### config.mk
export PLATFORM = sky130hd
export DESIGN_NAME = pipeline
export DESIGN_NICKNAME = d
export VERILOG_FILES = /design/src/source/cpu_pkg.sv /design/src/source/decoder.sv /design/src/source/execute_unit.sv /design/src/source/fetch_unit.sv /design/src/source/pipeline.sv /design/src/source/register_file.sv
export SDC_FILE = /design/constraint.sdc
export NUM_CORES = 2
export LEC_CHECK = 0
export BUFFER_PORTS_ARGS = -buffer_cell sky130_fd_sc_hd__buf_2
export CAP_MARGIN = 30
export CORE_MARGIN = 2
export CORE_UTILIZATION = 30
export CTS_BUF_LIST = sky130_fd_sc_hd__clkbuf_4 sky130_fd_sc_hd__clkbuf_8 sky130_fd_sc_hd__clkbuf_16
export DETAILED_ROUTE_END_ITERATION = 12
export PLACE_DENSITY_LB_ADDON = 0.1
export SLEW_MARGIN = 5
export SYNTH_ARGS = -nofsm -noshare
export SYNTH_HDL_FRONTEND = slang
export SYNTH_SLANG_ARGS = --single-unit
### constraint.sdc
create_clock -name clk -period 8.75 [get_ports clk]
set_clock_uncertainty 0.1 [all_clocks]
set_input_delay 0.875 -clock clk [delete_from_list [all_inputs] [get_ports clk]]
set_output_delay 0.875 -clock clk [all_outputs]
set_load 0.01 [all_outputs]
### src/source/cpu_pkg.sv
`default_nettype none

package cpu_pkg;

    ////////////////////
    // Datapath sizes
    ////////////////////

    localparam int data_w     = 32;
    localparam int reg_addr_w = 5;
    localparam int reg_count  = 32;
    localparam int shamt_w    = 5;

    // First fetch address
    localparam logic [data_w-1:0] pc_reset = '0;

    ////////////////////
    // Primary opcodes
    ////////////////////

    localparam logic [5:0] op_special = 6'h00;
    localparam logic [5:0] op_addiu   = 6'h09;
    localparam logic [5:0] op_slti    = 6'h0a;
    localparam logic [5:0] op_sltiu   = 6'h0b;
    localparam logic [5:0] op_andi    = 6'h0c;
    localparam logic [5:0] op_ori     = 6'h0d;
    localparam logic [5:0] op_xori    = 6'h0e;
    localparam logic [5:0] op_lui     = 6'h0f;

    // SPECIAL function codes with the shifts first
    localparam logic [5:0] fn_sll  = 6'h00;
    localparam logic [5:0] fn_srl  = 6'h02;
    localparam logic [5:0] fn_sra  = 6'h03;
    localparam logic [5:0] fn_sllv = 6'h04;
    localparam logic [5:0] fn_srlv = 6'h06;
    localparam logic [5:0] fn_srav = 6'h07;
    localparam logic [5:0] fn_addu = 6'h21;
    localparam logic [5:0] fn_subu = 6'h23;
    localparam logic [5:0] fn_and  = 6'h24;
    localparam logic [5:0] fn_or   = 6'h25;
    localparam logic [5:0] fn_xor  = 6'h26;
    localparam logic [5:0] fn_nor  = 6'h27;
    localparam logic [5:0] fn_slt  = 6'h2a;
    localparam logic [5:0] fn_sltu = 6'h2b;

    // One code for both ALU and shifter
    typedef enum logic [3:0] {
        alu_add,
        alu_sub,
        alu_and,
        alu_or,
        alu_xor,
        alu_nor,
        alu_slt,
        alu_sltu,
        alu_lui,
        alu_sll,
        alu_srl,
        alu_sra
    } alu_op_t;

endpackage

`default_nettype wire

### src/source/decoder.sv
`timescale 1ns/10ps
`default_nettype none

module decoder (
    input  logic                           clk,
    input  logic                           rst,
    input  logic                           id_valid,
    input  logic [cpu_pkg::data_w-1:0]     id_pc,
    input  logic [cpu_pkg::data_w-1:0]     id_instr,
    // Register file read
    output logic [cpu_pkg::reg_addr_w-1:0] rs_addr,
    output logic [cpu_pkg::reg_addr_w-1:0] rt_addr,
    input  logic [cpu_pkg::data_w-1:0]     rs_data,
    input  logic [cpu_pkg::data_w-1:0]     rt_data,
    // To execute
    output logic                           ex_valid,
    output logic [cpu_pkg::data_w-1:0]     ex_pc,
    output cpu_pkg::alu_op_t               ex_alu_op,
    output logic [cpu_pkg::data_w-1:0]     ex_op_a,
    output logic [cpu_pkg::data_w-1:0]     ex_op_b,
    output logic [cpu_pkg::reg_addr_w-1:0] ex_rs_addr,
    output logic [cpu_pkg::reg_addr_w-1:0] ex_rt_addr,
    output logic [cpu_pkg::shamt_w-1:0]    ex_shamt,
    output logic                           ex_shamt_sel,
    output logic [cpu_pkg::reg_addr_w-1:0] ex_rd_addr,
    output logic                           ex_reg_w
);

    logic [5:0]                     opcode;
    logic [5:0]                     funct;
    logic [cpu_pkg::reg_addr_w-1:0] rs_field;
    logic [cpu_pkg::reg_addr_w-1:0] rt_field;
    logic [cpu_pkg::reg_addr_w-1:0] rd_field;
    logic [15:0]                    imm;
    logic                           r_type;
    logic                           known;
    logic                           sign_ext;
    logic                           is_shift;
    logic                           var_shift;
    cpu_pkg::alu_op_t               alu_op;
    logic [cpu_pkg::data_w-1:0]     imm_ext;
    logic [cpu_pkg::reg_addr_w-1:0] dest;

    // Instruction fields
    assign opcode   = id_instr[31:26];
    assign rs_field = id_instr[21 +: cpu_pkg::reg_addr_w];
    assign rt_field = id_instr[16 +: cpu_pkg::reg_addr_w];
    assign rd_field = id_instr[11 +: cpu_pkg::reg_addr_w];
    assign funct    = id_instr[5:0];
    assign imm      = id_instr[15:0];
    assign r_type   = opcode == cpu_pkg::op_special;

    ////////////////////
    // Opcode decode
    ////////////////////

    always_comb begin
        alu_op = cpu_pkg::alu_add;
        known  = 1'b1;
        if (r_type) begin
            case (funct)
                cpu_pkg::fn_sll, cpu_pkg::fn_sllv: alu_op = cpu_pkg::alu_sll;
                cpu_pkg::fn_srl, cpu_pkg::fn_srlv: alu_op = cpu_pkg::alu_srl;
                cpu_pkg::fn_sra, cpu_pkg::fn_srav: alu_op = cpu_pkg::alu_sra;
                cpu_pkg::fn_addu: alu_op = cpu_pkg::alu_add;
                cpu_pkg::fn_subu: alu_op = cpu_pkg::alu_sub;
                cpu_pkg::fn_and:  alu_op = cpu_pkg::alu_and;
                cpu_pkg::fn_or:   alu_op = cpu_pkg::alu_or;
                cpu_pkg::fn_xor:  alu_op = cpu_pkg::alu_xor;
                cpu_pkg::fn_nor:  alu_op = cpu_pkg::alu_nor;
                cpu_pkg::fn_slt:  alu_op = cpu_pkg::alu_slt;
                cpu_pkg::fn_sltu: alu_op = cpu_pkg::alu_sltu;
                default:          known  = 1'b0;
            endcase
        end else begin
            case (opcode)
                cpu_pkg::op_addiu: alu_op = cpu_pkg::alu_add;
                cpu_pkg::op_slti:  alu_op = cpu_pkg::alu_slt;
                cpu_pkg::op_sltiu: alu_op = cpu_pkg::alu_sltu;
                cpu_pkg::op_andi:  alu_op = cpu_pkg::alu_and;
                cpu_pkg::op_ori:   alu_op = cpu_pkg::alu_or;
                cpu_pkg::op_xori:  alu_op = cpu_pkg::alu_xor;
                cpu_pkg::op_lui:   alu_op = cpu_pkg::alu_lui;
                default:           known  = 1'b0;
            endcase
        end
    end

    // Shift functs sit in 0..7, bit 2 picks amount from rs
    assign is_shift  = r_type && known && funct[5:3] == 3'b000;
    assign var_shift = is_shift && funct[2];

    // Arithmetic and compare immediates sign extend, logic ones zero extend
    assign sign_ext = opcode == cpu_pkg::op_addiu || opcode == cpu_pkg::op_slti ||
                      opcode == cpu_pkg::op_sltiu;
    assign imm_ext  = {{(cpu_pkg::data_w-16){sign_ext & imm[15]}}, imm};

    // rd for R-type, rt for immediates
    assign dest = r_type ? rd_field : rt_field;

    // $0 selectors keep forwarding off unused operands
    assign rs_addr = (is_shift && !var_shift) ? '0 : rs_field;
    assign rt_addr = r_type ? rt_field : '0;

    ////////////////////
    // ID/EX register
    ////////////////////

    always_ff @(posedge clk) begin
        if (rst) begin
            ex_valid <= 1'b0;
            ex_reg_w <= 1'b0;
        end else begin
            ex_valid <= id_valid;
            // No write for unknown encodings or $0
            ex_reg_w <= id_valid && known && dest != '0;
        end
    end

    always_ff @(posedge clk) begin
        ex_pc        <= id_pc;
        ex_alu_op    <= alu_op;
        ex_op_a      <= rs_data;
        ex_op_b      <= r_type ? rt_data : imm_ext;
        ex_rs_addr   <= rs_addr;
        ex_rt_addr   <= rt_addr;
        ex_shamt     <= id_instr[6 +: cpu_pkg::shamt_w];
        ex_shamt_sel <= var_shift;
        ex_rd_addr   <= dest;
    end

endmodule

`default_nettype wire

### src/source/execute_unit.sv
`timescale 1ns/10ps
`default_nettype none

module execute_unit (
    input  logic                           clk,
    input  logic                           rst,
    input  logic                           ex_valid,
    input  logic [cpu_pkg::data_w-1:0]     ex_pc,
    input  cpu_pkg::alu_op_t               ex_alu_op,
    input  logic [cpu_pkg::data_w-1:0]     ex_op_a,
    input  logic [cpu_pkg::data_w-1:0]     ex_op_b,
    input  logic [cpu_pkg::reg_addr_w-1:0] ex_rs_addr,
    input  logic [cpu_pkg::reg_addr_w-1:0] ex_rt_addr,
    input  logic [cpu_pkg::shamt_w-1:0]    ex_shamt,
    input  logic                           ex_shamt_sel,
    input  logic [cpu_pkg::reg_addr_w-1:0] ex_rd_addr,
    input  logic                           ex_reg_w,
    // Write-back register
    output logic                           wb_valid,
    output logic [cpu_pkg::data_w-1:0]     wb_pc,
    output logic [cpu_pkg::reg_addr_w-1:0] wb_rd_addr,
    output logic                           wb_reg_w,
    output logic [cpu_pkg::data_w-1:0]     wb_data
);

    logic [cpu_pkg::data_w-1:0] op_a;
    logic [cpu_pkg::data_w-1:0] op_b;
    logic [cpu_pkg::shamt_w-1:0] shamt;
    logic                       lt_s;
    logic                       lt_u;
    logic                       use_shift;
    logic [cpu_pkg::data_w-1:0] alu_out;
    logic [cpu_pkg::data_w-1:0] shift_out;
    logic [cpu_pkg::data_w-1:0] result;

    ////////////////////
    // Forwarding
    ////////////////////

    // Only source is our own WB register as older values come via the RF bypass
    assign op_a = (wb_reg_w && wb_valid && wb_rd_addr == ex_rs_addr) ? wb_data : ex_op_a;
    assign op_b = (wb_reg_w && wb_valid && wb_rd_addr == ex_rt_addr) ? wb_data : ex_op_b;

    // Shift amount from the instruction or from rs
    assign shamt = ex_shamt_sel ? op_a[cpu_pkg::shamt_w-1:0] : ex_shamt;

    ////////////////////
    // ALU
    ////////////////////

    assign lt_s = $signed(op_a) < $signed(op_b);
    assign lt_u = op_a < op_b;

    always_comb begin
        case (ex_alu_op)
            cpu_pkg::alu_sub:  alu_out = op_a - op_b;
            cpu_pkg::alu_and:  alu_out = op_a & op_b;
            cpu_pkg::alu_or:   alu_out = op_a | op_b;
            cpu_pkg::alu_xor:  alu_out = op_a ^ op_b;
            cpu_pkg::alu_nor:  alu_out = ~(op_a | op_b);
            cpu_pkg::alu_slt:  alu_out = {{(cpu_pkg::data_w-1){1'b0}}, lt_s};
            cpu_pkg::alu_sltu: alu_out = {{(cpu_pkg::data_w-1){1'b0}}, lt_u};
            // Immediate into the upper half
            cpu_pkg::alu_lui:  alu_out = {op_b[cpu_pkg::data_w/2-1:0],
                                          {(cpu_pkg::data_w/2){1'b0}}};
            default:           alu_out = op_a + op_b;
        endcase
    end

    // Barrel shifter works on rt
    always_comb begin
        case (ex_alu_op)
            cpu_pkg::alu_srl: shift_out = op_b >> shamt;
            cpu_pkg::alu_sra: shift_out = $signed(op_b) >>> shamt;
            default:          shift_out = op_b << shamt;
        endcase
    end

    assign use_shift = ex_alu_op inside {cpu_pkg::alu_sll, cpu_pkg::alu_srl, cpu_pkg::alu_sra};
    assign result    = use_shift ? shift_out : alu_out;

    ////////////////////
    // EX/WB register
    ////////////////////

    always_ff @(posedge clk) begin
        if (rst) begin
            wb_valid <= 1'b0;
            wb_reg_w <= 1'b0;
        end else begin
            wb_valid <= ex_valid;
            wb_reg_w <= ex_reg_w;
        end
    end

    always_ff @(posedge clk) begin
        wb_pc      <= ex_pc;
        wb_rd_addr <= ex_rd_addr;
        wb_data    <= result;
    end

    // A bubble must never reach the RF write or the forwarding path
    bubble_no_write: assert property (@(posedge clk) disable iff (rst)
        !wb_valid |-> !wb_reg_w);

endmodule

`default_nettype wire

### src/source/fetch_unit.sv
`timescale 1ns/10ps
`default_nettype none

module fetch_unit (
    input  logic                       clk,
    input  logic                       rst,
    // Wishbone classic instruction port
    input  logic                       ibus_ack,
    input  logic [cpu_pkg::data_w-1:0] ibus_dat,
    output logic                       ibus_cyc,
    output logic                       ibus_stb,
    output logic                       ibus_we,
    output logic [3:0]                 ibus_sel,
    output logic [cpu_pkg::data_w-1:0] ibus_adr,
    // To decode
    output logic                       id_valid,
    output logic [cpu_pkg::data_w-1:0] id_pc,
    output logic [cpu_pkg::data_w-1:0] id_instr
);

    logic [cpu_pkg::data_w-1:0] pc;
    logic                       fetch_on;
    logic                       take;

    // Transfer done on stb and ack together
    assign take = ibus_stb && ibus_ack;

    ////////////////////
    // PC register
    ////////////////////

    always_ff @(posedge clk) begin
        if (rst) begin
            pc       <= cpu_pkg::pc_reset;
            fetch_on <= 1'b0;
        end else begin
            // Request held from the first cycle out of reset
            fetch_on <= 1'b1;
            if (take) begin
                pc <= pc + 'd4;
            end
        end
    end

    // Read only over the whole word
    assign ibus_cyc = fetch_on;
    assign ibus_stb = fetch_on;
    assign ibus_we  = 1'b0;
    assign ibus_sel = 4'b1111;
    assign ibus_adr = pc;

    ////////////////////
    // IF/ID register
    ////////////////////

    always_ff @(posedge clk) begin
        if (rst) begin
            id_valid <= 1'b0;
        end else begin
            // Bubble on wait state
            id_valid <= take;
        end
    end

    always_ff @(posedge clk) begin
        if (take) begin
            id_pc    <= pc;
            id_instr <= ibus_dat;
        end
    end

    // Slave may only ack an open request
    ack_inside_cyc: assert property (@(posedge clk) disable iff (rst)
        ibus_ack |-> ibus_cyc && ibus_stb);

    // Request may not move or drop while the slave waits
    adr_held_in_wait: assert property (@(posedge clk) disable iff (rst)
        ibus_stb && !ibus_ack |=> ibus_stb && $stable(ibus_adr));

endmodule

`default_nettype wire

### src/source/pipeline.sv
`timescale 1ns/10ps
`default_nettype none

module pipeline (
    input  logic                           clk,
    input  logic                           rst,
    // Wishbone classic instruction master
    output logic                           ibus_cyc,
    output logic                           ibus_stb,
    output logic                           ibus_we,
    output logic [3:0]                     ibus_sel,
    output logic [cpu_pkg::data_w-1:0]     ibus_adr,
    input  logic [cpu_pkg::data_w-1:0]     ibus_dat,
    input  logic                           ibus_ack,
    // One entry per finished instruction
    output logic                           retire_valid,
    output logic [cpu_pkg::data_w-1:0]     retire_pc,
    output logic [cpu_pkg::reg_addr_w-1:0] retire_rd_addr,
    output logic                           retire_reg_w,
    output logic [cpu_pkg::data_w-1:0]     retire_data
);

    // IF to ID
    logic                           id_valid;
    logic [cpu_pkg::data_w-1:0]     id_pc;
    logic [cpu_pkg::data_w-1:0]     id_instr;

    // ID to RF
    logic [cpu_pkg::reg_addr_w-1:0] rs_addr;
    logic [cpu_pkg::reg_addr_w-1:0] rt_addr;
    logic [cpu_pkg::data_w-1:0]     rs_data;
    logic [cpu_pkg::data_w-1:0]     rt_data;

    // ID to EX
    logic                           ex_valid;
    logic [cpu_pkg::data_w-1:0]     ex_pc;
    cpu_pkg::alu_op_t               ex_alu_op;
    logic [cpu_pkg::data_w-1:0]     ex_op_a;
    logic [cpu_pkg::data_w-1:0]     ex_op_b;
    logic [cpu_pkg::reg_addr_w-1:0] ex_rs_addr;
    logic [cpu_pkg::reg_addr_w-1:0] ex_rt_addr;
    logic [cpu_pkg::shamt_w-1:0]    ex_shamt;
    logic                           ex_shamt_sel;
    logic [cpu_pkg::reg_addr_w-1:0] ex_rd_addr;
    logic                           ex_reg_w;

    // EX to WB, RF and retire
    logic                           wb_valid;
    logic [cpu_pkg::data_w-1:0]     wb_pc;
    logic [cpu_pkg::reg_addr_w-1:0] wb_rd_addr;
    logic                           wb_reg_w;
    logic [cpu_pkg::data_w-1:0]     wb_data;

    // Stage ports share names with the nets above
    fetch_unit    fetch   (.*);
    decoder       decode  (.*);
    register_file gpr     (.*);
    execute_unit  execute (.*);

    // Retire is the write-back stage as is
    assign retire_valid   = wb_valid;
    assign retire_pc      = wb_pc;
    assign retire_rd_addr = wb_rd_addr;
    assign retire_reg_w   = wb_reg_w;
    assign retire_data    = wb_data;

endmodule

`default_nettype wire

### src/source/register_file.sv
`timescale 1ns/10ps
`default_nettype none

module register_file (
    input  logic                           clk,
    input  logic                           rst,
    input  logic [cpu_pkg::reg_addr_w-1:0] rs_addr,
    input  logic [cpu_pkg::reg_addr_w-1:0] rt_addr,
    output logic [cpu_pkg::data_w-1:0]     rs_data,
    output logic [cpu_pkg::data_w-1:0]     rt_data,
    // Write-back port
    input  logic                           wb_valid,
    input  logic                           wb_reg_w,
    input  logic [cpu_pkg::reg_addr_w-1:0] wb_rd_addr,
    input  logic [cpu_pkg::data_w-1:0]     wb_data
);

    logic [cpu_pkg::data_w-1:0] regs [cpu_pkg::reg_count];
    logic                       write;

    assign write = wb_valid && wb_reg_w;

    always_ff @(posedge clk) begin
        if (rst) begin
            for (int i = 0; i < cpu_pkg::reg_count; i++) begin
                regs[i] <= '0;
            end
        end else if (write) begin
            regs[wb_rd_addr] <= wb_data;
        end
    end

    // $0 reads zero, same-cycle write passes straight through
    function automatic logic [cpu_pkg::data_w-1:0] read_port(
        input logic [cpu_pkg::reg_addr_w-1:0] addr
    );
        return (addr == '0) ? '0 :
               (write && addr == wb_rd_addr) ? wb_data : regs[addr];
    endfunction

    always_comb begin
        rs_data = read_port(rs_addr);
        rt_data = read_port(rt_addr);
    end

    // Decode must have dropped writes to $0
    no_zero_write: assert property (@(posedge clk) disable iff (rst)
        write |-> wb_rd_addr != '0);

endmodule

`default_nettype wire
==> results.py <==
metrics = {
    "run_status": {
        "status": "completed",
    },
    "pwr": {
        "maximum_vdd_drop_mv": 0.2232,
        "p_leak_uw": 0.03071,
        "power_density_mw_per_mm2": 189.2,
    },
    "final_layout": {
        "multi_input_area_mm2": 0.03659,
        "finalNetCount": 7895,
        "area.growth.synth_to_final_pct": 13.34,
        "fill_cells": 25503,
        "drive_gt1_share_pct": 12.24,
        "final-seq-area_mm2": 0.03709,
    },
    "cts": {
        "clockBufferDepth": 3,
        "clock_transition_at_the_registers_of_the_reported_paths_ns": 0.07,
        "cts_num_sinks": 1308,
        "post_cts.repair.setup_buffers": 0,
        "post_cts_resize_count": 0,
        "cts-hold-fix-buffers": 0,
        "clkLatencyLatePin_ns": 0.87,
        "htree_num_levels": 4,
        "cts_tree": "built",
        "cts_inserted_buffers": 161,
        "clockRootBuffer": "clkbuf_16",
    },
    "sta": {
        "finalSetupViolations": 0,
        "pins_over_their_slew_limit": 0,
        "setup_repair_after_global_routing_missed_its_margin": "no",
        "relSlewSlack_pct": 19.10,
        "fin_setup_tns_ns": 0,
        "clock_period_minus_final_worst_setup_slack_ns": 6.500,
        "min_period_over_period_pct": 74.29,
        "timing.final.ws_setup_ns": 2.250,
        "timing.final.hold_violations": 0,
        "clock.fmax_mhz": 153.8,
        "transition_time_at_the_pin_with_the_least_slew_margin_ns": 1.213,
    },
    "worst_setup_path": {
        "timing.critical_path.arrival_ns": 7.10,
        "critical_path.max_fanout": 16,
        "worst_reg_to_reg_cells": 18,
        "start_kind": "flop",
        "timing_worst_setup_path_type": "reg -> reg",
        "cp-end-kind": "flop",
        "critPathRequiredTime_ns": 9.35,
    },
    "die": {
        "initial_utilization_pct": 30.19,
        "rows": 185,
        "floorplan.die_area_mm2": 0.2599,
        "die_height_um": 509.8,
        "floorplan.io_pins": 145,
        "core-area_mm2": 0.2542,
        "dieWidth_um": 509.8,
    },
    "placed_design": {
        "finalWeightedCongestion": 1.018,
        "dp.final_hpwl_um": 242600,
        "port_buffers": 135,
        "place_worst_setup_slack_ns": 2.500,
    },
    "global_route": {
        "grt.met3_usage_pct": 5.215,
        "grt_start_max_net_pins": 125,
        "grt_first_pass_wirelength_um": 527200,
        "first_global_vias": 64598,
        "grt_use_met2_pct": 44.21,
        "globalRouteMet1Util_pct": 39.21,
        "globalRouteTotalUtil_pct": 28.70,
        "global_route.peak_usage_layer": "met2",
        "gr-total-overflow": 0,
        "initial_antenna_violation_count": 43,
    },
    "route": {
        "drt_iter0_markers": 8886,
        "drt_drc_violations_left": 0,
        "wire_per_inst_um": 33.96,
        "detail_route.vias_per_cell": 5.990,
        "drt_first_pass_iters": 6,
        "detailroute.via_count": 67548,
        "postRouteWirelength_um": 383000,
        "drt.antenna.violating_nets": 0,
    },
    "synthesis": {
        "synth_largest_type_area_fraction_pct": 42.50,
        "yosysWarningCount": 0,
        "dominantRegCellSynth": "edfxtp_1",
        "synth.ff_latch_count": 1308,
        "number_of_instances_in_the_synthesized_netlist": 8065,
        "largest_area_contributor_in_the_netlist": "edfxtp_1",
        "synth_area_leaders": "edfxtp_1, and2_1, dfxtp_1",
        "synth.yosys.seq_area_share_pct": 48.29,
        "netlist-cell-type-count": 105,
        "synth.top_cells.by_count": "edfxtp_1, nand2_1, and2_1",
        "post_synth.cell_area_avg_um2": 9.515,
        "synth.cell_area_mm2": 0.07674,
        "synth-async-reset-ratio_pct": 0,
        "post-synth-top-count-cell": "edfxtp_1",
        "synth_enable_flop_cells": 1086,
    },
    "flow_run": {
        "drv_cap": 0,
    },
    "hold_path": {
        "number_of_stages_on_the_worst_hold_path": 1,
        "worst_hold_path_type": "in -> reg",
    },
}
[per-layer routing]
layer / wire (µm) / share of wire, % / up-vias
met1: 163200 / 43 / 34198
met5: 94 / 0.025 / -
met3: 31440 / 8.2 / 790
met4: 18690 / 4.9 / 14
met2: 169500 / 44 / 3421
li1: - / - / 29125
[path summary, 6_finish.rpt]
path	slack [ns]	to	start
min	0.1	fetch.id_instr[21]	ibus_dat[21]
max	2.25	execute.wb_data[24]	execute.wb_rd_addr[1]
max reg2reg	2.25	execute.wb_data[24]	execute.wb_rd_addr[1]
min reg2reg	0.22	execute.wb_pc[29]	decode.ex_pc[29]
[per-stage QoR]
stage          std cells  hold WS [ns]  area, µm²  total power (µW)  utilization, %
4_1_cts            11253       0.03921      86800             16480           34.15
3_5_place_dp       10953        0.2121      81200              9442           31.95
6_report           11276       0.09591      86980             16460           34.22
2_1_floorplan       8072        0.2096      76760              8317               -
5_1_grt            11268       0.08064      86960             16880           34.21
3_3_place_gp       10938        0.2111      81020              9423           31.88
[logic make-up (layout without fill, tap and decap cells)]
| kind of cell | count (synthesis) | count (layout) | synth area share [%] |
|---|---|---|---|
| flip-flops | 1308 | 1308 | 48.29 |
| other | 2 | 21 | 0.009786 |
| AND/OR/NAND/NOR | 3354 | 3354 | 22.30 |
| adder cells (fa/ha/maj) | 99 | 99 | 1.634 |
| buffers and inverters | 989 | 815 | 5.017 |
| AO/OA/AOI/OAI | 2003 | 2003 | 18.53 |
| multiplexers | 254 | 254 | 3.563 |
| XOR/XNOR | 56 | 56 | 0.6587 |
[flip-flops by register name, summed over array words and instances (netlist names), 30 cells and up]
name             cells
execute.wb_data     32
fetch.ibus_adr      30
gpr.regs          1024
decode.ex_op_a      32
fetch.id_instr      32
fetch.id_pc         30
decode.ex_op_b      32
execute.wb_pc       30
decode.ex_pc        30
[worst max-delay path, cell delays in order (launching register included)]
cell       delay [ns]
dfxtp_1          0.52
inv_2            0.15
a221oi_4         0.65
nand3_2          0.51
mux2i_1          0.38
inv_1            0.23
ha_1             0.24
inv_1            0.09
fa_1             0.46
nor2b_1          0.25
o2111ai_1        0.31
a31o_2           0.33
a21oi_1          0.28
o21ai_0          0.33
o21ai_0          0.63
nand3_1          0.18
and3_1           0.22
o32a_1           0.30
o32a_1           0.18
[area by class of cell]
cell class / count / share of cell area [%]
Inverter: 118 / 0.5524
Clock buffer: 213 / 5.248
Sequential cell: 1308 / 42.65
Clock inverter: 87 / 1.184
Timing Repair Buffer: 397 / 3.421
Antenna cell: 12 / 0.03453
Multi-Input combinational cell: 5775 / 42.07
Tap cell: 3366 / 4.842
[placed cells by master, fill, tap and decap left out, types with 165 or more instances in the layout]
master	Yosys	layout
and2_1	986	985
a211oi_1	439	433
nor2_1	278	244
o21ai_0	217	185
nor3_1	262	261
dfxtp_1	222	192
buf_4	12	228
a311oi_1	229	229
edfxtp_1	1086	1086
a21oi_1	420	420
clkbuf_16	0	165
nand2_1	1070	1060
nand3_1	320	318
nor2b_1	167	167
[report_power, final]
| group | total, µW | internal [µW] | switching [µW] |
|---|---|---|---|
| clock | 7060 | 4060 | 3010 |
| sequential | 7240 | 6960 | 277 |
| combinational | 2160 | 545 | 1610 |
| total | 16500 | 11600 | 4900 |
Power figures use the tool's default switching activity.
